## config.mk

```make
export PLATFORM = sky130hd
export DESIGN_NAME = hyper_phy_tx
export DESIGN_NICKNAME = d
export VERILOG_FILES = /design/src/hw/hyper_w_pkg.sv /design/src/hw/hyper_phy_tx.sv
export SDC_FILE = /design/constraint.sdc
export NUM_CORES = 1
export LEC_CHECK = 0
export ABC_AREA = 1
export BUFFER_PORTS_ARGS = -buffer_cell sky130_fd_sc_hd__buf_2
export CAP_MARGIN = 20
export CORE_UTILIZATION = 35
export CTS_BUF_LIST = sky130_fd_sc_hd__clkbuf_8
export DETAILED_ROUTE_END_ITERATION = 7
export GPL_TIMING_DRIVEN = 0
export PLACE_DENSITY_LB_ADDON = 0.08
export SLEW_MARGIN = 20
export SYNTH_ARGS = -nofsm -noshare
export SYNTH_HDL_FRONTEND = slang
export SYNTH_SLANG_ARGS = --single-unit
```

## constraint.sdc

```tcl
create_clock -name clk_i -period 1.2 [get_ports clk_i]
set_input_delay 0.18 -clock clk_i [delete_from_list [all_inputs] [get_ports clk_i]]
set_output_delay 0.18 -clock clk_i [all_outputs]
set_load 0.02 [all_outputs]
```

## src/hw/hyper_w_pkg.sv

```systemverilog
package hyper_w_pkg;

  // Bus and PHY geometry
  localparam int unsigned AxiDataWidth = 32;
  localparam int unsigned AxiBytes     = AxiDataWidth / 8;
  localparam int unsigned PhyBytes     = 2;

  // Beat buffer depth, a power of two
  localparam int unsigned FifoDepth    = 4;
  localparam int unsigned LenWidth     = 8;

  // Burst command
  typedef struct packed {
    logic [$clog2(AxiBytes)-1:0] addr;
    logic [1:0]                  size;
    logic [LenWidth-1:0]         len;
  } aw_cmd_t;

  // Incoming data beat
  typedef struct packed {
    logic [AxiDataWidth-1:0] data;
    logic [AxiBytes-1:0]     strb;
  } w_beat_t;

  // Beat as stored in the buffer, with its own lane and size
  typedef struct packed {
    logic [AxiDataWidth-1:0]     data;
    logic [AxiBytes-1:0]         strb;
    logic [$clog2(AxiBytes)-1:0] lane;
    logic [1:0]                  size;
    logic                        first;
    logic                        last;
  } tagged_beat_t;

  // One word towards the PHY
  typedef struct packed {
    logic [8*PhyBytes-1:0] data;
    logic [PhyBytes-1:0]   strb;
    logic                  last;
  } phy_word_t;

endpackage

```

## src/hw/hyper_phy_tx.sv

```systemverilog
`timescale 1ns/1ns

module hyper_phy_tx (
  input  logic                   clk_i,
  input  logic                   rst_ni,
  input  logic                   word_valid_i,
  input  hyper_w_pkg::phy_word_t word_i,
  output logic                   word_ready_o,
  output logic                   tx_valid_o,
  output logic [7:0]             tx_byte_o,
  output logic                   tx_mask_o,
  output logic                   tx_last_o,
  input  logic                   tx_ready_i
);

  hyper_w_pkg::phy_word_t word_q;
  logic                   busy_q;
  logic                   hi_q;
  logic                   take;
  logic                   byte_fire;

  assign byte_fire = busy_q && tx_ready_i;

  // Next word can enter while its predecessor's upper byte leaves
  assign word_ready_o = !busy_q || (hi_q && tx_ready_i);
  assign take         = word_valid_i && word_ready_o;

  assign tx_valid_o = busy_q;
  assign tx_byte_o  = hi_q ? word_q.data[15:8] : word_q.data[7:0];
  assign tx_mask_o  = hi_q ? !word_q.strb[1] : !word_q.strb[0];
  assign tx_last_o  = busy_q && hi_q && word_q.last;

  always_ff @(posedge clk_i) begin
    if (take) begin
      word_q <= word_i;
    end
  end

  always_ff @(posedge clk_i or negedge rst_ni) begin
    if (!rst_ni) begin
      busy_q <= 1'b0;
      hi_q   <= 1'b0;
    end else begin
      if (take) begin
        busy_q <= 1'b1;
        hi_q   <= 1'b0;
      end else if (byte_fire) begin
        if (hi_q) begin
          busy_q <= 1'b0;
          hi_q   <= 1'b0;
        end else begin
          hi_q <= 1'b1;
        end
      end
    end
  end

endmodule

```

==> results.cfg <==
[clock_network]
htree_levels = 1
cts_buffer_depth = 2
clkSinkCount = 21
root_buffer = clkbuf_8
clock_latency_ps = 250
tritoncts = yes
clk_pin_slew_ps = 80
numCtsBuffers = 3

[worst_setup_path]
r2r-end = word_q[3]
arrival_ps = 1160
crit_type = reg -> out
reg2reg_depth = 6
cp_slowest_cell = dfrtp_1
max_stage_delay_ps = 360
worstPathRequired_ps = 1020
r2r_start = hi_q
cp_max_fo = 10
path_cells = buf_6 > mux2i_2 > buf_4
rrSetupSlack_ps = -40
end_kind = primary output
critPathLaunchType = flip-flop

[global_routing]
grt_pass1_vias = 488
antenna_found_initial = 0
grt_pass1_wl_um = 2040
grt_max_degree = 20
grt_util_all_layers_pct = 11.7
grt-ovfl-total = 0

[place]
dpl_worst_slack_ps = -133
dp_hpwl_um = 903
io_buffers = 34
gp_congestion = 0.609

[yosys]
ys_types = 11
syn_inst = 58
yosysSeqAreaShare_pct = 79.6
yosys_warnings = 0
synth_seq_cells = 21
syn_avg_cell_area_um2 = 13.4
syn-num-nets = 81
syn_area_um2 = 779

[final_layout]
layout-drive-gt1-share_pct = 48.5
final_common_cell = nand2_1
layout_common_cells = nand2_1 (27), buf_2 (23), edfxtp_1 (19), buf_4 (9), buf_6 (4)
final_nets = 123
nFillCells = 180
n_antenna_cell = 0
syn2layout_area_growth_pct = 46.4

[floorplanning]
io_pins = 35
coreArea_um2 = 2020
dieWidth_um = 49.2
rows = 16
dieArea_um2 = 2420
die_h_um = 49.2
initial_core_util_pct = 38.6

[route]
viasPerCell = 4.30
drt_wl_total_um = 1290
drt-pass1-iter-count = 4
avgRoutedWirePerCell_um = 10.2
vias = 542
drt_iter0_markers = 6
ant_nets = 0
drc_errors = 0

[power]
p_int_mw = 1.72
p_comb_share_pct = 44.0
p_leak_nw = 0.507
seqPwrFrac_pct = 39.4
p_per_area_nw_per_um2 = 2340
power_switching_mw = 0.945
p_sw_share_pct = 35.5
irDropWorstVdd_uv = 1130
p_clk_share_pct = 16.6

[sta]
setup_viol = 30
whs_ps = 94.6
tightestPinTransition_ps = 158
rsz0062_at_grt = yes
fmax_mhz = 745
max_slew_margin_pct = 89.3
fin_crit_ps = 1340
fin_ws_ps = -142
post-route-period-util_pct = 112
finClkSkew_ps = 7.15
finalHoldViolCount = 0
slew_viol_final = 0

[hold_path]
holdPathStages = 1
min_from = word_i[12]
min_to = word_q[12]
hold_class = in -> reg

[run_status]
violations = negative setup slack
status = finished with violations

[flow_run]
maxCapViolations = 0
synthesized netlist by cell type:
cell type	n	area [um^2]
nand2_1	28	105
edfxtp_1	19	571
nand2_2	2	12.5
a21oi_1	1	5.00
buf_4	1	7.51
mux2i_1	1	10.0
dfrtp_1	2	50.1
nand3_1	1	5.00
inv_2	1	3.75
and3_1	1	6.26
inv_1	1	3.75
sequential cells by signal, summed over array words and instances, names as in the netlist:
name,cells
word_q,19
hi_q,1
tx_valid_o,1
worst max-delay path: cells and delay by family, from the launching register on:
kind | cells | cell delay [ps]
buf+inv | 2 | 330
mux | 1 | 220
flops | 1 | 360
area by class of cell:
type / instances / area, um^2 / area share, %
timing repair buffer: 37 / 246 / 21.6
multi-input combinational: 34 / 160 / 14.0
clock buffer: 3 / 41.3 / 3.62
sequential: 21 / 622 / 54.5
clock inverter: 1 / 7.51 / 0.658
buffer: 1 / 11.3 / 0.987
inverter: 2 / 18.8 / 1.64
tap: 27 / 33.8 / 2.96
timing repair:
item,4_1_cts,5_1_grt
hold buffers,1,0
setup buffers,2,0
gates resized for setup,15,4
endpoints found under the hold margin,2,0
setup endpoints to repair,29,30
power by group through the flow:
stage	clock network, mW	logic [mW]	registers [mW]
after global routing	0.482	1.26	1.07
final	0.442	1.17	1.05
after CTS	0.460	1.15	1.05
after floorplan	0	0.595	1.08
after detailed placement	0	0.915	1.07
after global placement	0	0.906	1.07
layer usage:
metal / global-route usage, % / up-vias / part of all wire [%]
li1: - / 275 / -
met1: 13.7 / 248 / 44
met2: 19.2 / 19 / 49
met3: 5.30 / 0 / 6.9
met4: 2.94 / 0 / 0
met5: 0 / - / 0
kinds of logic (layout without fill, tap and decap cells):
family,count (synthesis),count (layout),share of synthesized area [%]
compound gates,1,1,0.641
buf+inv,3,44,1.93
flops,21,21,79.6
mux,1,1,1.28
simple gates,32,32,16.5
worst max-delay path by stage:
stage               start         to  slack, ps
2_1_floorplan  tx_valid_o  word_q[0]        -40
3_3_place_gp         hi_q  word_q[5]       -140
3_5_place_dp         hi_q  word_q[5]       -130
4_1_cts              hi_q  tx_mask_o       -140
5_1_grt              hi_q  tx_mask_o       -210
6_report             hi_q  tx_mask_o       -140
per-stage QoR:
step | cells | cell area [um^2] | setup TNS (ps) | utilization [%] | power [mW]
floorplan | 58 | 797 | -775 | - | 1.68
global placement | 119 | 1000 | -2580 | 49.5 | 1.97
detailed placement | 119 | 1000 | -2520 | 49.5 | 1.99
CTS | 126 | 1130 | -1850 | 55.8 | 2.66
global route | 126 | 1140 | -3500 | 56.4 | 2.81
finish | 126 | 1140 | -1690 | 56.4 | 2.67
Note: power is estimated with default switching activity, not from simulation.
