File: src/hw/hyper_w_pkg.sv
package hyper_w_pkg;

  // Bus and PHY geometry
  localparam int unsigned AxiDataWidth = 32;
  localparam int unsigned AxiBytes     = AxiDataWidth / 8;
  localparam int unsigned PhyBytes     = 2;

  // Beat buffer depth, a power of two
  localparam int unsigned FifoDepth    = 4;
  localparam int unsigned LenWidth     = 8;

  // Burst command
  typedef struct packed {
    logic [$clog2(AxiBytes)-1:0] addr;
    logic [1:0]                  size;
    logic [LenWidth-1:0]         len;
  } aw_cmd_t;

  // Incoming data beat
  typedef struct packed {
    logic [AxiDataWidth-1:0] data;
    logic [AxiBytes-1:0]     strb;
  } w_beat_t;

  // Beat as stored in the buffer, with its own lane and size
  typedef struct packed {
    logic [AxiDataWidth-1:0]     data;
    logic [AxiBytes-1:0]         strb;
    logic [$clog2(AxiBytes)-1:0] lane;
    logic [1:0]                  size;
    logic                        first;
    logic                        last;
  } tagged_beat_t;

  // One word towards the PHY
  typedef struct packed {
    logic [8*PhyBytes-1:0] data;
    logic [PhyBytes-1:0]   strb;
    logic                  last;
  } phy_word_t;

endpackage

File: src/hw/hyper_w_fifo.sv
`timescale 1ns/1ns

module hyper_w_fifo (
  input  logic                      clk_i,
  input  logic                      rst_ni,
  input  logic                      push_i,
  input  hyper_w_pkg::tagged_beat_t beat_i,
  output logic                      full_o,
  input  logic                      pop_i,
  output hyper_w_pkg::tagged_beat_t beat_o,
  output logic                      empty_o
);

  hyper_w_pkg::tagged_beat_t mem_q [hyper_w_pkg::FifoDepth];

  logic [$clog2(hyper_w_pkg::FifoDepth)-1:0] wr_ptr_q;
  logic [$clog2(hyper_w_pkg::FifoDepth)-1:0] rd_ptr_q;
  logic [$clog2(hyper_w_pkg::FifoDepth+1)-1:0] count_q;
  logic do_push;
  logic do_pop;

  assign full_o  = (count_q == hyper_w_pkg::FifoDepth);
  assign empty_o = (count_q == '0);
  assign beat_o  = mem_q[rd_ptr_q];

  // A pop frees the slot a full buffer needs for the push
  assign do_pop  = pop_i && !empty_o;
  assign do_push = push_i && (!full_o || do_pop);

  always_ff @(posedge clk_i) begin
    if (do_push) begin
      mem_q[wr_ptr_q] <= beat_i;
    end
  end

  // Depth is a power of two so the pointers wrap on their own
  always_ff @(posedge clk_i or negedge rst_ni) begin
    if (!rst_ni) begin
      wr_ptr_q <= '0;
      rd_ptr_q <= '0;
      count_q  <= '0;
    end else begin
      if (do_push) begin
        wr_ptr_q <= wr_ptr_q + 1'b1;
      end
      if (do_pop) begin
        rd_ptr_q <= rd_ptr_q + 1'b1;
      end
      case ({do_push, do_pop})
        2'b10: count_q <= count_q + 1'b1;
        2'b01: count_q <= count_q - 1'b1;
        default: count_q <= count_q;
      endcase
    end
  end

endmodule

File: config.mk
export PLATFORM = sky130hd
export DESIGN_NAME = hyper_w_fifo
export DESIGN_NICKNAME = d
export VERILOG_FILES = /design/src/hw/hyper_w_pkg.sv /design/src/hw/hyper_w_fifo.sv
export SDC_FILE = /design/constraint.sdc
export NUM_CORES = 1
export LEC_CHECK = 0
export ABC_AREA = 1
export BUFFER_PORTS_ARGS = -buffer_cell sky130_fd_sc_hd__buf_2
export CAP_MARGIN = 15
export CORE_MARGIN = 2
export CORE_UTILIZATION = 50
export CTS_CLUSTER_DIAMETER = 80
export DETAILED_ROUTE_END_ITERATION = 12
export GPL_TIMING_DRIVEN = 0
export PLACE_DENSITY = 0.7
export SLEW_MARGIN = 20
export SYNTH_ARGS = -nofsm -noshare
export SYNTH_HDL_FRONTEND = slang
export SYNTH_SLANG_ARGS = --single-unit
File: constraint.sdc
create_clock -name clk_i -period 4.1 [get_ports clk_i]
set_input_delay 0.615 -clock clk_i [delete_from_list [all_inputs] [get_ports clk_i]]
set_output_delay 0.615 -clock clk_i [all_outputs]
set_load 0.005 [all_outputs]
==> results.ini <==
[clocking]
clk_root_buffer_cell=clkbuf_16
insertion_delay_ps=420
cts-htree-levels=4
cts_clock_pin_slew_for_the_worst_setup_and_hold_paths_ps=60
post_cts.repair.setup_buffers=0
clockBufferDepth=2
cts_hold_buf=0
cts_buffers=17
clock_sink_count=175
tritoncts=done
postCtsResizedCells=0

[sta]
grt_setup_unrepaired=no
fin_worst_hold_slack_ps=27.6
max_frequency_mhz=387
setup_viol_count_final=0
headroom_to_the_max_slew_limit=0.522
fin_crit_ps=2580
timing.setup.tns_ps=0
final_max_slew_viol_count=0
portion_of_the_clock_cycle_consumed_by_the_worst_path_in_the_final_layout=0.630
worstMarginPinSlew_ps=715
finalWorstSetupSlack_ps=1520
finalHoldViolations=0
finalClockSkew_ps=5.83

[die]
num_rows=43
design.portCount=90
die_height_um=122
effective_utilization_at_floorplan=0.509
placeable_area_mm2=0.0138
floorplan.die_area_mm2=0.0150
die_x_um=122

[logic_synthesis]
synth_seq_area_share=0.745
synthCells=461
synthesis.area_mm2=0.00701
post_synth.cell_area_avg_um2=15.2
synth-edff-count=168
synth_flop_cell=edfxtp_1
yosys_warnings=0
post_synth_main_area_contributors=edfxtp_1 72%, o22ai_2 5.2%, o21ai_0 5.0%
yosys_register_bits=175
synth_nets=512
post-synth-top-count-cell=edfxtp_1
synth_async_sr_flop_share=0.0400
synth_cell_types=28
synth_common_cells=168 x edfxtp_1, 70 x o21ai_0, 61 x nor2_1
fraction_of_synthesized_cell_area_taken_by_the_top_area_cell_type=0.720
synth_area_leader_cell=edfxtp_1

[cells_and_area]
finalCoreUtilization=0.610
nNetsFinal=627
fillers=1065
flow.area_growth_from_synthesis_pct=19.9
drive_above_1_share=0.364

[worst_setup_path]
crit_arrival_ps=1970
crit_fanout=10
element_type_at_the_critical_path_end=output port
required_ps=3480
critical_path_class=register to output port
crit_path_start_kind=register

[run_status]
outcome=finished, final reports clean

[routing]
initialDrtViolationCount=326
route.antenna.remaining_nets=0
routed-via-count=4124
routedWlPerCell_um=18.8
wl_mm=14.4
via_per_inst=5.38
drc_errors=0
first_pass_iters=4

[global_route]
grt_start_max_net_pins=24
globalRouteOverflowTotal=0
grt_antenna_before_repair=1
grt.total_usage=0.205
grt_pass1_wl_mm=22.4
via_count_of_the_first_global_routing_pass=4399

[power]
power.switching_fraction=0.344
cellInternalPower_mw=4.09
p_leak_nw=3.01
worst_ir_drop_vdd_mv=0.438
clock_power_share=0.224
pwr_density_cell_mw_per_mm2=741
share_comb_of_total_power=0.378
fin_total_pwr_mw=6.23
power_frac_seq=0.397
p_sw_mw=2.14

[place]
io_buffer_count=89
pre_cts_ws_ps=1960
routabilityCongestion=0.726
detailedPlacementHpwl_mm=9.24

[flow_run]
cap_viol_max_count=0

[min_path]
worst_hold_path_type=input port to asynchronous set/reset pin

==> cells by family after synthesis <==
logic type / count (synthesis) / share of synthesized area
compound gates: 130 / 0.129
flops: 175 / 0.745
fa+ha+maj: 5 / 0.0100
simple gates: 108 / 0.0802
buf+inv: 41 / 0.0336
xor+xnor: 2 / 0.00250
==> final timing paths <==
check,slack (ps),from,depth (start not counted),endpoint
setup reg to reg,2210,count_q[0],5,mem_q[1][3]
max in group asynchronous,3900,rst_ni,1,rd_ptr_q[1]
setup / recovery,1520,rd_ptr_q[1],5,beat_o[1]
hold reg to reg,530,count_q[2],2,count_q[2]
min in group clk_i,410,beat_i[16],1,mem_q[2][16]
hold / removal,30,rst_ni,1,count_q[1]
==> state kept, by name (all words and copies together) (netlist names) <==
register  flops
count_q       3
rd_ptr_q      2
mem_q       168
wr_ptr_q      2
==> worst max-delay path, cell delays in order (launching register included) <==
cell and delay (ps):
dfrtp_1 470, inv_2 150, clkbuf_1 390, o21ai_0 190, o22ai_1 190, buf_2 150
==> power by group through the flow <==
stage	clock network (mW)	logic [mW]	registers (mW)
after detailed placement	0	2.39	2.51
after global placement	0	2.20	2.53
after CTS	1.42	2.40	2.47
after floorplan	0	1.42	2.50
final	1.40	2.36	2.47
after global routing	1.48	2.60	2.50
==> through the flow <==
step	cells	cell area, um2
floorplan	461	7010
CTS	765	8400
detailed placement	737	7890
finish	766	8400
global route	766	8400
global placement	730	7680
==> cell type report <==
type | instances | area [um2] | share of cell area
inverter | 15 | 56.3 | 0.00670
clock buffer | 18 | 429 | 0.0511
sequential | 175 | 5220 | 0.621
buffer | 26 | 179 | 0.0213
clock inverter | 10 | 76.3 | 0.00908
timing repair buffer | 96 | 631 | 0.0751
antenna | 1 | 2.50 | 0.000298
tap | 180 | 225 | 0.0268
multi-input combinational | 245 | 1580 | 0.188
==> per-layer routing <==
layer,up-vias,GRT usage,share of wire
met5,-,0,0
met4,0,0.0848,0.012
met3,12,0.0469,0.048
met2,105,0.366,0.52
met1,2070,0.237,0.42
li1,1937,-,-
==> cell usage in the layout, fill, tap and decap left out, types with 3 or more instances in the layout <==
master and count:
o22ai_2 29, nand2_2 3, buf_16 6, clkinv_1 3, nor2_2 20, edfxtp_1 168
nor2_1 57, dfrtp_1 7, nor2_4 15, buf_2 99, clkinv_2 4, nand2_1 9
o22ai_1 13, ha_1 4, inv_1 12, buf_6 3, o21ai_0 70, o21ai_1 13
clkbuf_16 17, clkbuf_1 9, inv_2 3
No activity file was read; power rests on OpenSTA's default activity.
