$ cat config.mk
export PLATFORM = sky130hd
export DESIGN_NAME = hyper_w_intake
export DESIGN_NICKNAME = d
export VERILOG_FILES = /design/src/hw/hyper_w_pkg.sv /design/src/hw/hyper_w_intake.sv
export SDC_FILE = /design/constraint.sdc
export NUM_CORES = 1
export LEC_CHECK = 0
export BUFFER_PORTS_ARGS = -buffer_cell sky130_fd_sc_hd__buf_2
export CAP_MARGIN = 30
export CORE_MARGIN = 2
export CORE_UTILIZATION = 41
export DETAILED_ROUTE_END_ITERATION = 7
export GPL_TIMING_DRIVEN = 0
export PLACE_DENSITY = 0.86
export SYNTH_ARGS = -nofsm -noshare
export SYNTH_HDL_FRONTEND = slang
export SYNTH_SLANG_ARGS = --single-unit
$ cat constraint.sdc
create_clock -name clk_i -period 5.38 [get_ports clk_i]
set_input_delay 0.538 -clock clk_i [delete_from_list [all_inputs] [get_ports clk_i]]
set_output_delay 0.538 -clock clk_i [all_outputs]
set_load 0.05 [all_outputs]
$ cat src/hw/hyper_w_pkg.sv
package hyper_w_pkg;

  // Bus and PHY geometry
  localparam int unsigned AxiDataWidth = 32;
  localparam int unsigned AxiBytes     = AxiDataWidth / 8;
  localparam int unsigned PhyBytes     = 2;

  // Beat buffer depth, a power of two
  localparam int unsigned FifoDepth    = 4;
  localparam int unsigned LenWidth     = 8;

  // Burst command
  typedef struct packed {
    logic [$clog2(AxiBytes)-1:0] addr;
    logic [1:0]                  size;
    logic [LenWidth-1:0]         len;
  } aw_cmd_t;

  // Incoming data beat
  typedef struct packed {
    logic [AxiDataWidth-1:0] data;
    logic [AxiBytes-1:0]     strb;
  } w_beat_t;

  // Beat as stored in the buffer, with its own lane and size
  typedef struct packed {
    logic [AxiDataWidth-1:0]     data;
    logic [AxiBytes-1:0]         strb;
    logic [$clog2(AxiBytes)-1:0] lane;
    logic [1:0]                  size;
    logic                        first;
    logic                        last;
  } tagged_beat_t;

  // One word towards the PHY
  typedef struct packed {
    logic [8*PhyBytes-1:0] data;
    logic [PhyBytes-1:0]   strb;
    logic                  last;
  } phy_word_t;

endpackage

$ cat src/hw/hyper_w_intake.sv
`timescale 1ns/1ns

module hyper_w_intake (
  input  logic                      clk_i,
  input  logic                      rst_ni,
  input  logic                      aw_valid_i,
  input  hyper_w_pkg::aw_cmd_t      aw_i,
  output logic                      aw_ready_o,
  input  logic                      w_valid_i,
  input  hyper_w_pkg::w_beat_t      w_i,
  output logic                      w_ready_o,
  output logic                      push_o,
  output hyper_w_pkg::tagged_beat_t beat_o,
  input  logic                      full_i
);

  logic                                   open_q;
  logic                                   first_q;
  logic [1:0]                             size_q;
  logic [hyper_w_pkg::LenWidth-1:0]       remain_q;
  logic [$clog2(hyper_w_pkg::AxiBytes)-1:0] lane_q;
  logic [$clog2(hyper_w_pkg::AxiBytes)-1:0] lane_aligned;
  logic [$clog2(hyper_w_pkg::AxiBytes)-1:0] lane_next;
  logic [2:0]                             lane_step;
  logic                                   closing;
  logic                                   aw_fire;

  // Beats pass straight through when the buffer has room
  assign w_ready_o  = open_q && !full_i;
  assign push_o     = w_valid_i && w_ready_o;
  assign closing    = push_o && (remain_q == '0);
  assign aw_ready_o = !open_q || closing;
  assign aw_fire    = aw_valid_i && aw_ready_o;

  // Align down to the size boundary, then step one transfer forward
  assign lane_aligned = (lane_q >> size_q) << size_q;
  assign lane_step    = 3'd1 << size_q;
  assign lane_next    = lane_aligned + lane_step[1:0];

  always_comb begin
    beat_o.data  = w_i.data;
    beat_o.strb  = w_i.strb;
    beat_o.lane  = lane_q;
    beat_o.size  = size_q;
    beat_o.first = first_q;
    beat_o.last  = (remain_q == '0);
  end

  always_ff @(posedge clk_i or negedge rst_ni) begin
    if (!rst_ni) begin
      open_q   <= 1'b0;
      first_q  <= 1'b0;
      size_q   <= '0;
      remain_q <= '0;
      lane_q   <= '0;
    end else begin
      if (push_o) begin
        remain_q <= remain_q - 1'b1;
        lane_q   <= lane_next;
        first_q  <= 1'b0;
        if (closing) begin
          open_q <= 1'b0;
        end
      end
      // A new command wins over the close in the same cycle
      if (aw_fire) begin
        open_q   <= 1'b1;
        first_q  <= 1'b1;
        size_q   <= aw_i.size;
        remain_q <= aw_i.len;
        lane_q   <= aw_i.addr;
      end
    end
  end

endmodule

==> results.txt, run 1 <==
status -> complete, no violations
WHS -> 134 ps
Primary FF master, synth -> dfrtp_1
worst hold path class -> in -> async
R2R Path Start -> remain_q[2]
H-tree levels -> 1
Tot Pwr -> 0.000608 W
vias in the first global route -> 814
Combinational Power Share -> 0.570
crit share post-route -> 0.466
top post-synthesis cells by count -> buf_4 (37), dfrtp_1 (14), mux2_4 (9)
Post-Syn Nets -> 170
CP Launch Point -> remain_q[2]
fin. max-slew vios -> 0
flop-to-flop setup slack -> 3280 ps
Worst-Margin Slew -> 416 ps
FFs w/ async S/R, synth -> 1.00
Rows -> 19
internal power -> 0.000330 W
Clk pwr share -> 0.095
clk buf depth -> 2
Seq cells post-synth -> 14
sw power -> 0.000279 W
Syn-to-layout area delta -> 32.2%
I/O Buffers -> 61
Avg WL per Cell -> 10.2 um
Flop pwr share -> 0.335
largest net degree at the start of global routing -> 15
Worst Reg-to-Reg Cells -> 5
wirelength, routed -> 2.12 mm
cts bufs inserted -> 3
switching power share of the total -> 0.458
Max Clk Rate -> 398 MHz
endpoint of the worst setup timing path -> aw_ready_o
Setup WS post-layout -> 2870 ps
Final ANT Viol Nets -> 0
register area share after synthesis -> 0.307
Post-Syn Instances -> 114
Period minus WS final -> 2510 ps
Reg clk slew, reported paths -> 80 ps
postcts setup bufs -> 0
DR iter-0 viols -> 13
number of enable flip-flop cells after synthesis -> 0
Data arrival, critical path -> 1970 ps
I/O pin total -> 98
synthesized area -> 1140 um2
largest area contributor in the netlist -> dfrtp_1
Max Cap Violations -> 0
clock tree sinks -> 14
GRT Total Usage -> 0.133
Clock Latency Late Sink -> 280 ps
Setup Viol. Count Final -> 0
Netlist cell types -> 30
RSZ-0062 raised after global routing -> no
Setup crit end kind -> output port
slew margin rel. -> 0.723
NumNets Final -> 236
Core ar. -> 2690 um2
Mean Syn Cell Area -> 10.0 um2
WS Path Type -> reg -> out
GR Overflow Total -> 0
hpwl dp -> 1.79 mm
Critical R2R Capture -> remain_q[2]
fraction of layout cells with a size suffix above 1 -> 0.663
Max Fanout on Critical Path -> 5
vias per cell -> 4.43
global-route wire length before repair -> 3.34 mm
Critical Path RT -> 4840 ps
initial antenna violation count -> 0
overall die area -> 3220 um2
Max rail drop VDD -> 0.000295 V
CTS tree -> done
post-CTS sizing -> 0
most frequent cell after synthesis -> buf_4
GPL Wtd Cong -> 0.730
setup TNS -> 0 ps
number of hold buffers added after CTS -> 0
Starting Density -> 0.424
Chip Width -> 56.7 um
synth top area cells -> dfrtp_1 (31%), buf_4 (24%), mux2_4 (12%)
Leak -> 0.869 nW
pre-CTS setup slack -> 3060 ps
n_diodes -> 0
Ys Warns -> 0
root buf cell -> clkbuf_4
Pre-antenna DRT Iters -> 4
nature of the critical path startpoint -> flip-flop
top cell type's share of synthesized area -> 0.307
Residual DRC -> 0
Fin. Hold Viols -> 0
Die Ht -> 56.7 um
clk_skew -> 4.57 ps
Finished Core Util -> 0.561
via count -> 926
Pwr Density -> 404 nW/um2
[critical path, cell delays in order (launching register included)]
cell and delay (ps):
dfrtp_1 430, or4_4 590, o41ai_4 340, buf_2 330
[per-stage QoR]
| stage | cell area, um2 | instances |
|---|---|---|
| finish | 1510 | 209 |
| global route | 1510 | 209 |
| CTS | 1510 | 209 |
| detailed placement | 1480 | 206 |
| global placement | 1480 | 206 |
| floorplan | 1140 | 114 |
[power by group through the flow]
stage | Sequential [W] | Clock, W | Combinational [W]
detailed placement | 0.000204 | 0 | 0.000351
finish | 0.000204 | 0.0000579 | 0.000347
global placement | 0.000204 | 0 | 0.000342
CTS | 0.000204 | 0.0000599 | 0.000350
floorplan | 0.000244 | 0 | 0.000243
global route | 0.000214 | 0.0000662 | 0.000373
[placed cells by master (no fill, tap or decap), drive strengths merged]
master | Yosys | final
or4 | 2 | 2
clkbuf | 1 | 4
nor4 | 1 | 1
nand3 | 1 | 1
nor3 | 4 | 4
o21ai | 2 | 2
clkinv | 1 | 1
buf | 38 | 99
and2 | 1 | 1
ha | 3 | 3
or2b | 1 | 1
a211oi | 1 | 1
or2 | 1 | 1
dfrtp | 14 | 14
a21oi | 2 | 2
xnor2 | 5 | 5
nor2 | 3 | 3
nand2b | 3 | 3
inv | 3 | 3
nor2b | 2 | 2
mux2 | 12 | 12
xor2 | 2 | 2
o41ai | 1 | 1
nand3b | 1 | 1
nand4 | 1 | 1
nand2 | 8 | 8
[worst min path at each step]
stage | endpoint | slack [ps]
global route | remain_q[5] | 140
finish | remain_q[3] | 130
CTS | open_q | 140
floorplan | first_q | 240
global placement | remain_q[5] | 450
detailed placement | remain_q[6] | 450
[state kept, by name, summed over array words and instances, names as in the netlist]
signal / flops
remain_q: 8
lane_q: 2
size_q: 2
first_q: 1
open_q: 1
[cell type report]
type                       instances  area, um2
tap                               31       38.8
sequential                        14        350
timing repair buffer              61        305
fill                             257       1180
multi-input combinational         57        482
inverter                           4       15.0
clock buffer                       3       22.5
buffer                            39        293
[metal layers]
layer | up-vias | wire length (um) | GRT usage | part of all wire
li1 | 466 | - | - | -
met1 | 404 | 808 | 0.156 | 0.38
met2 | 54 | 1020 | 0.231 | 0.48
met3 | 2 | 282 | 0.0530 | 0.13
met4 | 0 | 14 | 0.0204 | 0.0066
met5 | - | 0 | 0 | 0
[logic make-up (layout without fill, tap and decap cells)]
| family | count (synthesis) | in the layout | synth area share |
|---|---|---|---|
| adders and majority gates | 3 | 3 | 0.0329 |
| xor gates and xnor gates | 7 | 7 | 0.0538 |
| DFF | 14 | 14 | 0.307 |
| buffers and inverters | 43 | 107 | 0.270 |
| AOI/OAI and AO/OA | 6 | 6 | 0.0483 |
| and+or+nand+nor | 29 | 29 | 0.139 |
| muxes | 12 | 12 | 0.148 |
No activity file was read; power rests on OpenSTA's default activity.
==> run 2: changes to the inputs <==
--- a/config.mk
+++ b/config.mk
@@ -8,10 +8,10 @@
 export BUFFER_PORTS_ARGS = -buffer_cell sky130_fd_sc_hd__buf_2
 export CAP_MARGIN = 30
 export CORE_MARGIN = 2
-export CORE_UTILIZATION = 41
+export CORE_UTILIZATION = 34
 export DETAILED_ROUTE_END_ITERATION = 7
 export GPL_TIMING_DRIVEN = 0
-export PLACE_DENSITY = 0.86
+export PLACE_DENSITY = 0.76
 export SYNTH_ARGS = -nofsm -noshare
 export SYNTH_HDL_FRONTEND = slang
 export SYNTH_SLANG_ARGS = --single-unit
==> constraint.sdc (replaced) <==
create_clock -name clk_i -period 2 [get_ports clk_i]
set_input_delay 0.2 -clock clk_i [delete_from_list [all_inputs] [get_ports clk_i]]
set_output_delay 0.2 -clock clk_i [all_outputs]
set_load 0.05 [all_outputs]
==> results.txt, run 2 (synthesized netlist as in run 1, its figures left out) <==
status -> complete, no violations
Pwr Density -> 1090 nW/um2 (+170%)
root buf cell -> clkbuf_4
switching power share of the total -> 0.448 (-0.00991)
I/O pin total -> 98 (unchanged)
NumNets Final -> 240 (+1.7%)
H-tree levels -> 1 (unchanged)
Layout fillers -> 328 (+28%)
GPL Wtd Cong -> 0.796 (+8.9%)
Die Ht -> 61.9 um (+9.1%)
most flop-heavy register -> remain_q
clock tree sinks -> 14 (unchanged)
Top Registers -> remain_q (8), lane_q (2), size_q (2)
Setup crit end kind -> flip-flop
most frequent cells in the layout -> buf_2 (59), buf_4 (41), dfrtp_1 (14)
via count -> 957 (+3.3%)
n_diodes -> 0 (unchanged)
Syn-to-layout area delta -> 39.1%
crit share post-route -> 0.996
Worst-Margin Slew -> 332 ps (-83.4 ps)
initial antenna violation count -> 0 (unchanged)
Reg clk slew, reported paths -> 100 ps (+20 ps)
cts bufs inserted -> 3 (unchanged)
clk buf depth -> 2 (unchanged)
global-route wire length before repair -> 3.52 mm (+5.4%)
pre-CTS setup slack -> -25.9 ps (-3090 ps)
sw power -> 0.000774 W (+180%)
max FFs per register -> 8 (unchanged)
Finished Core Util -> 0.483 (-0.0781)
uppermost layer routed -> met4
WS Path Type -> reg -> reg
Detail Route met2 WL -> 1.17 mm (+15%)
Max Fanout on Critical Path -> 10 (+5)
Clk pwr share -> 0.122 (+0.027)
Period minus WS final -> 1990 ps
Max Cap Violations -> 0 (unchanged)
Max rail drop VDD -> 0.000626 V (+110%)
Residual DRC -> 0 (unchanged)
largest net degree at the start of global routing -> 15 (unchanged)
Max Clk Rate -> 502 MHz
flop-to-flop setup slack -> 8 ps (-3270 ps)
Setup Viol. Count Final -> 0 (unchanged)
overall die area -> 3830 um2 (+19%)
vias in the first global route -> 815 (+0.12%)
Clock Latency Late Sink -> 280 ps (about the same)
hpwl dp -> 1.96 mm (+9.4%)
Flop pwr share -> 0.315 (-0.020)
wirelength, routed -> 2.36 mm (+11%)
M1 WL -> 910 um (+13%)
fraction of layout cells with a size suffix above 1 -> 0.672 (+0.00921)
Critical Path RT -> 2170 ps (-2670 ps)
Core ar. -> 3280 um2 (+22%)
Chip Width -> 61.9 um (+9.1%)
Avg WL per Cell -> 10.3 um (+1.5%)
WHS -> 119 ps (-15.1 ps)
commonest non-fill, non-tap cell in the layout -> buf_2
slew margin rel. -> 0.778 (+0.0548)
Pre-antenna DRT Iters -> 3 (-1)
nature of the critical path startpoint -> flip-flop
DR iter-0 viols -> 11 (-2)
Setup WS post-layout -> 8.00 ps (-2860 ps)
Starting Density -> 0.347 (-0.0773)
Final ANT Viol Nets -> 0 (unchanged)
fin. max-slew vios -> 0 (unchanged)
Leak -> 0.898 nW (+3.4%)
vias per cell -> 4.18 (-5.7%)
GRT Total Usage -> 0.126 (-0.00706)
I/O Buffers -> 61 (unchanged)
GR Overflow Total -> 0 (unchanged)
Rows -> 21 (+2)
Data arrival, critical path -> 2160 ps (+190 ps)
RSZ-0062 raised after global routing -> yes
WL met3 -> 261 um (-7.4%)
CTS tree -> done
worst hold path class -> in -> reg
Combinational Power Share -> 0.563 (-0.007)
internal power -> 0.000954 W (+190%)
Fin. Hold Viols -> 0 (unchanged)
clk_skew -> 5.09 ps (+0.522 ps)
-- run 2: final timing paths --
path | to | from | cells after the start
worst min-delay path | open_q | aw_valid_i | 2
min in group asynchronous | remain_q[5] | rst_ni | 2
max in group asynchronous | size_q[0] | rst_ni | 2
worst max register to register | remain_q[3] | remain_q[4] | 5
worst max-delay path | remain_q[3] | remain_q[4] | 5
worst min register to register | first_q | first_q | 2
-- run 2: worst max-delay path, cell delays in order, from the launching register on --
cell and delay, ps:
dfrtp_1 410, or4_4 570, o41ai_4 300, nand2_2 120
buf_8 180, mux2_4 300
-- run 2: area by class of cell --
type	count	area [um2]	area share
Inverter	4	15.0	0.00947
Sequential cell	14	350	0.221
Multi-Input combinational cell	57	482	0.304
Tap cell	46	57.6	0.0363
Clock buffer	4	36.3	0.0229
Buffer	39	298	0.188
Timing Repair Buffer	65	347	0.219
-- run 2: metal layers --
metal / global-route usage / vias to the layer above
met5: 0 / -
met1: 0.151 / 419
met2: 0.230 / 60
met3: 0.0207 / 2
li1: - / 476
met4: 0.0365 / 0
-- run 2: timing repair --
action                                  4_1_cts  5_1_grt
endpoints found under the setup margin       11       14
resized for setup                             2        3
cloned                                        0        0
setup buffers                                 1        2
endpoints found under the hold margin        14        0
hold buffers                                  1        0
-- run 2: power by group through the flow --
stage,Combinational (W),Sequential (W),Clock [W]
6_report,0.000973,0.000544,0.000211
5_1_grt,0.00106,0.000574,0.000238
4_1_cts,0.000950,0.000549,0.000225
3_5_place_dp,0.000945,0.000555,0
3_3_place_gp,0.000924,0.000547,0
2_1_floorplan,0.000653,0.000657,0
-- run 2: per-stage QoR --
step / instance area (um2) / TNS [ps] / total power [W] / std cells
floorplan: 1140 / -4970 / 0.00131 / 114
global placement: 1510 / -42.3 / 0.00147 / 221
detailed placement: 1510 / -174 / 0.00150 / 221
CTS: 1560 / -50.0 / 0.00172 / 227
global route: 1590 / -647 / 0.00188 / 229
finish: 1590 / 0 / 0.00173 / 229
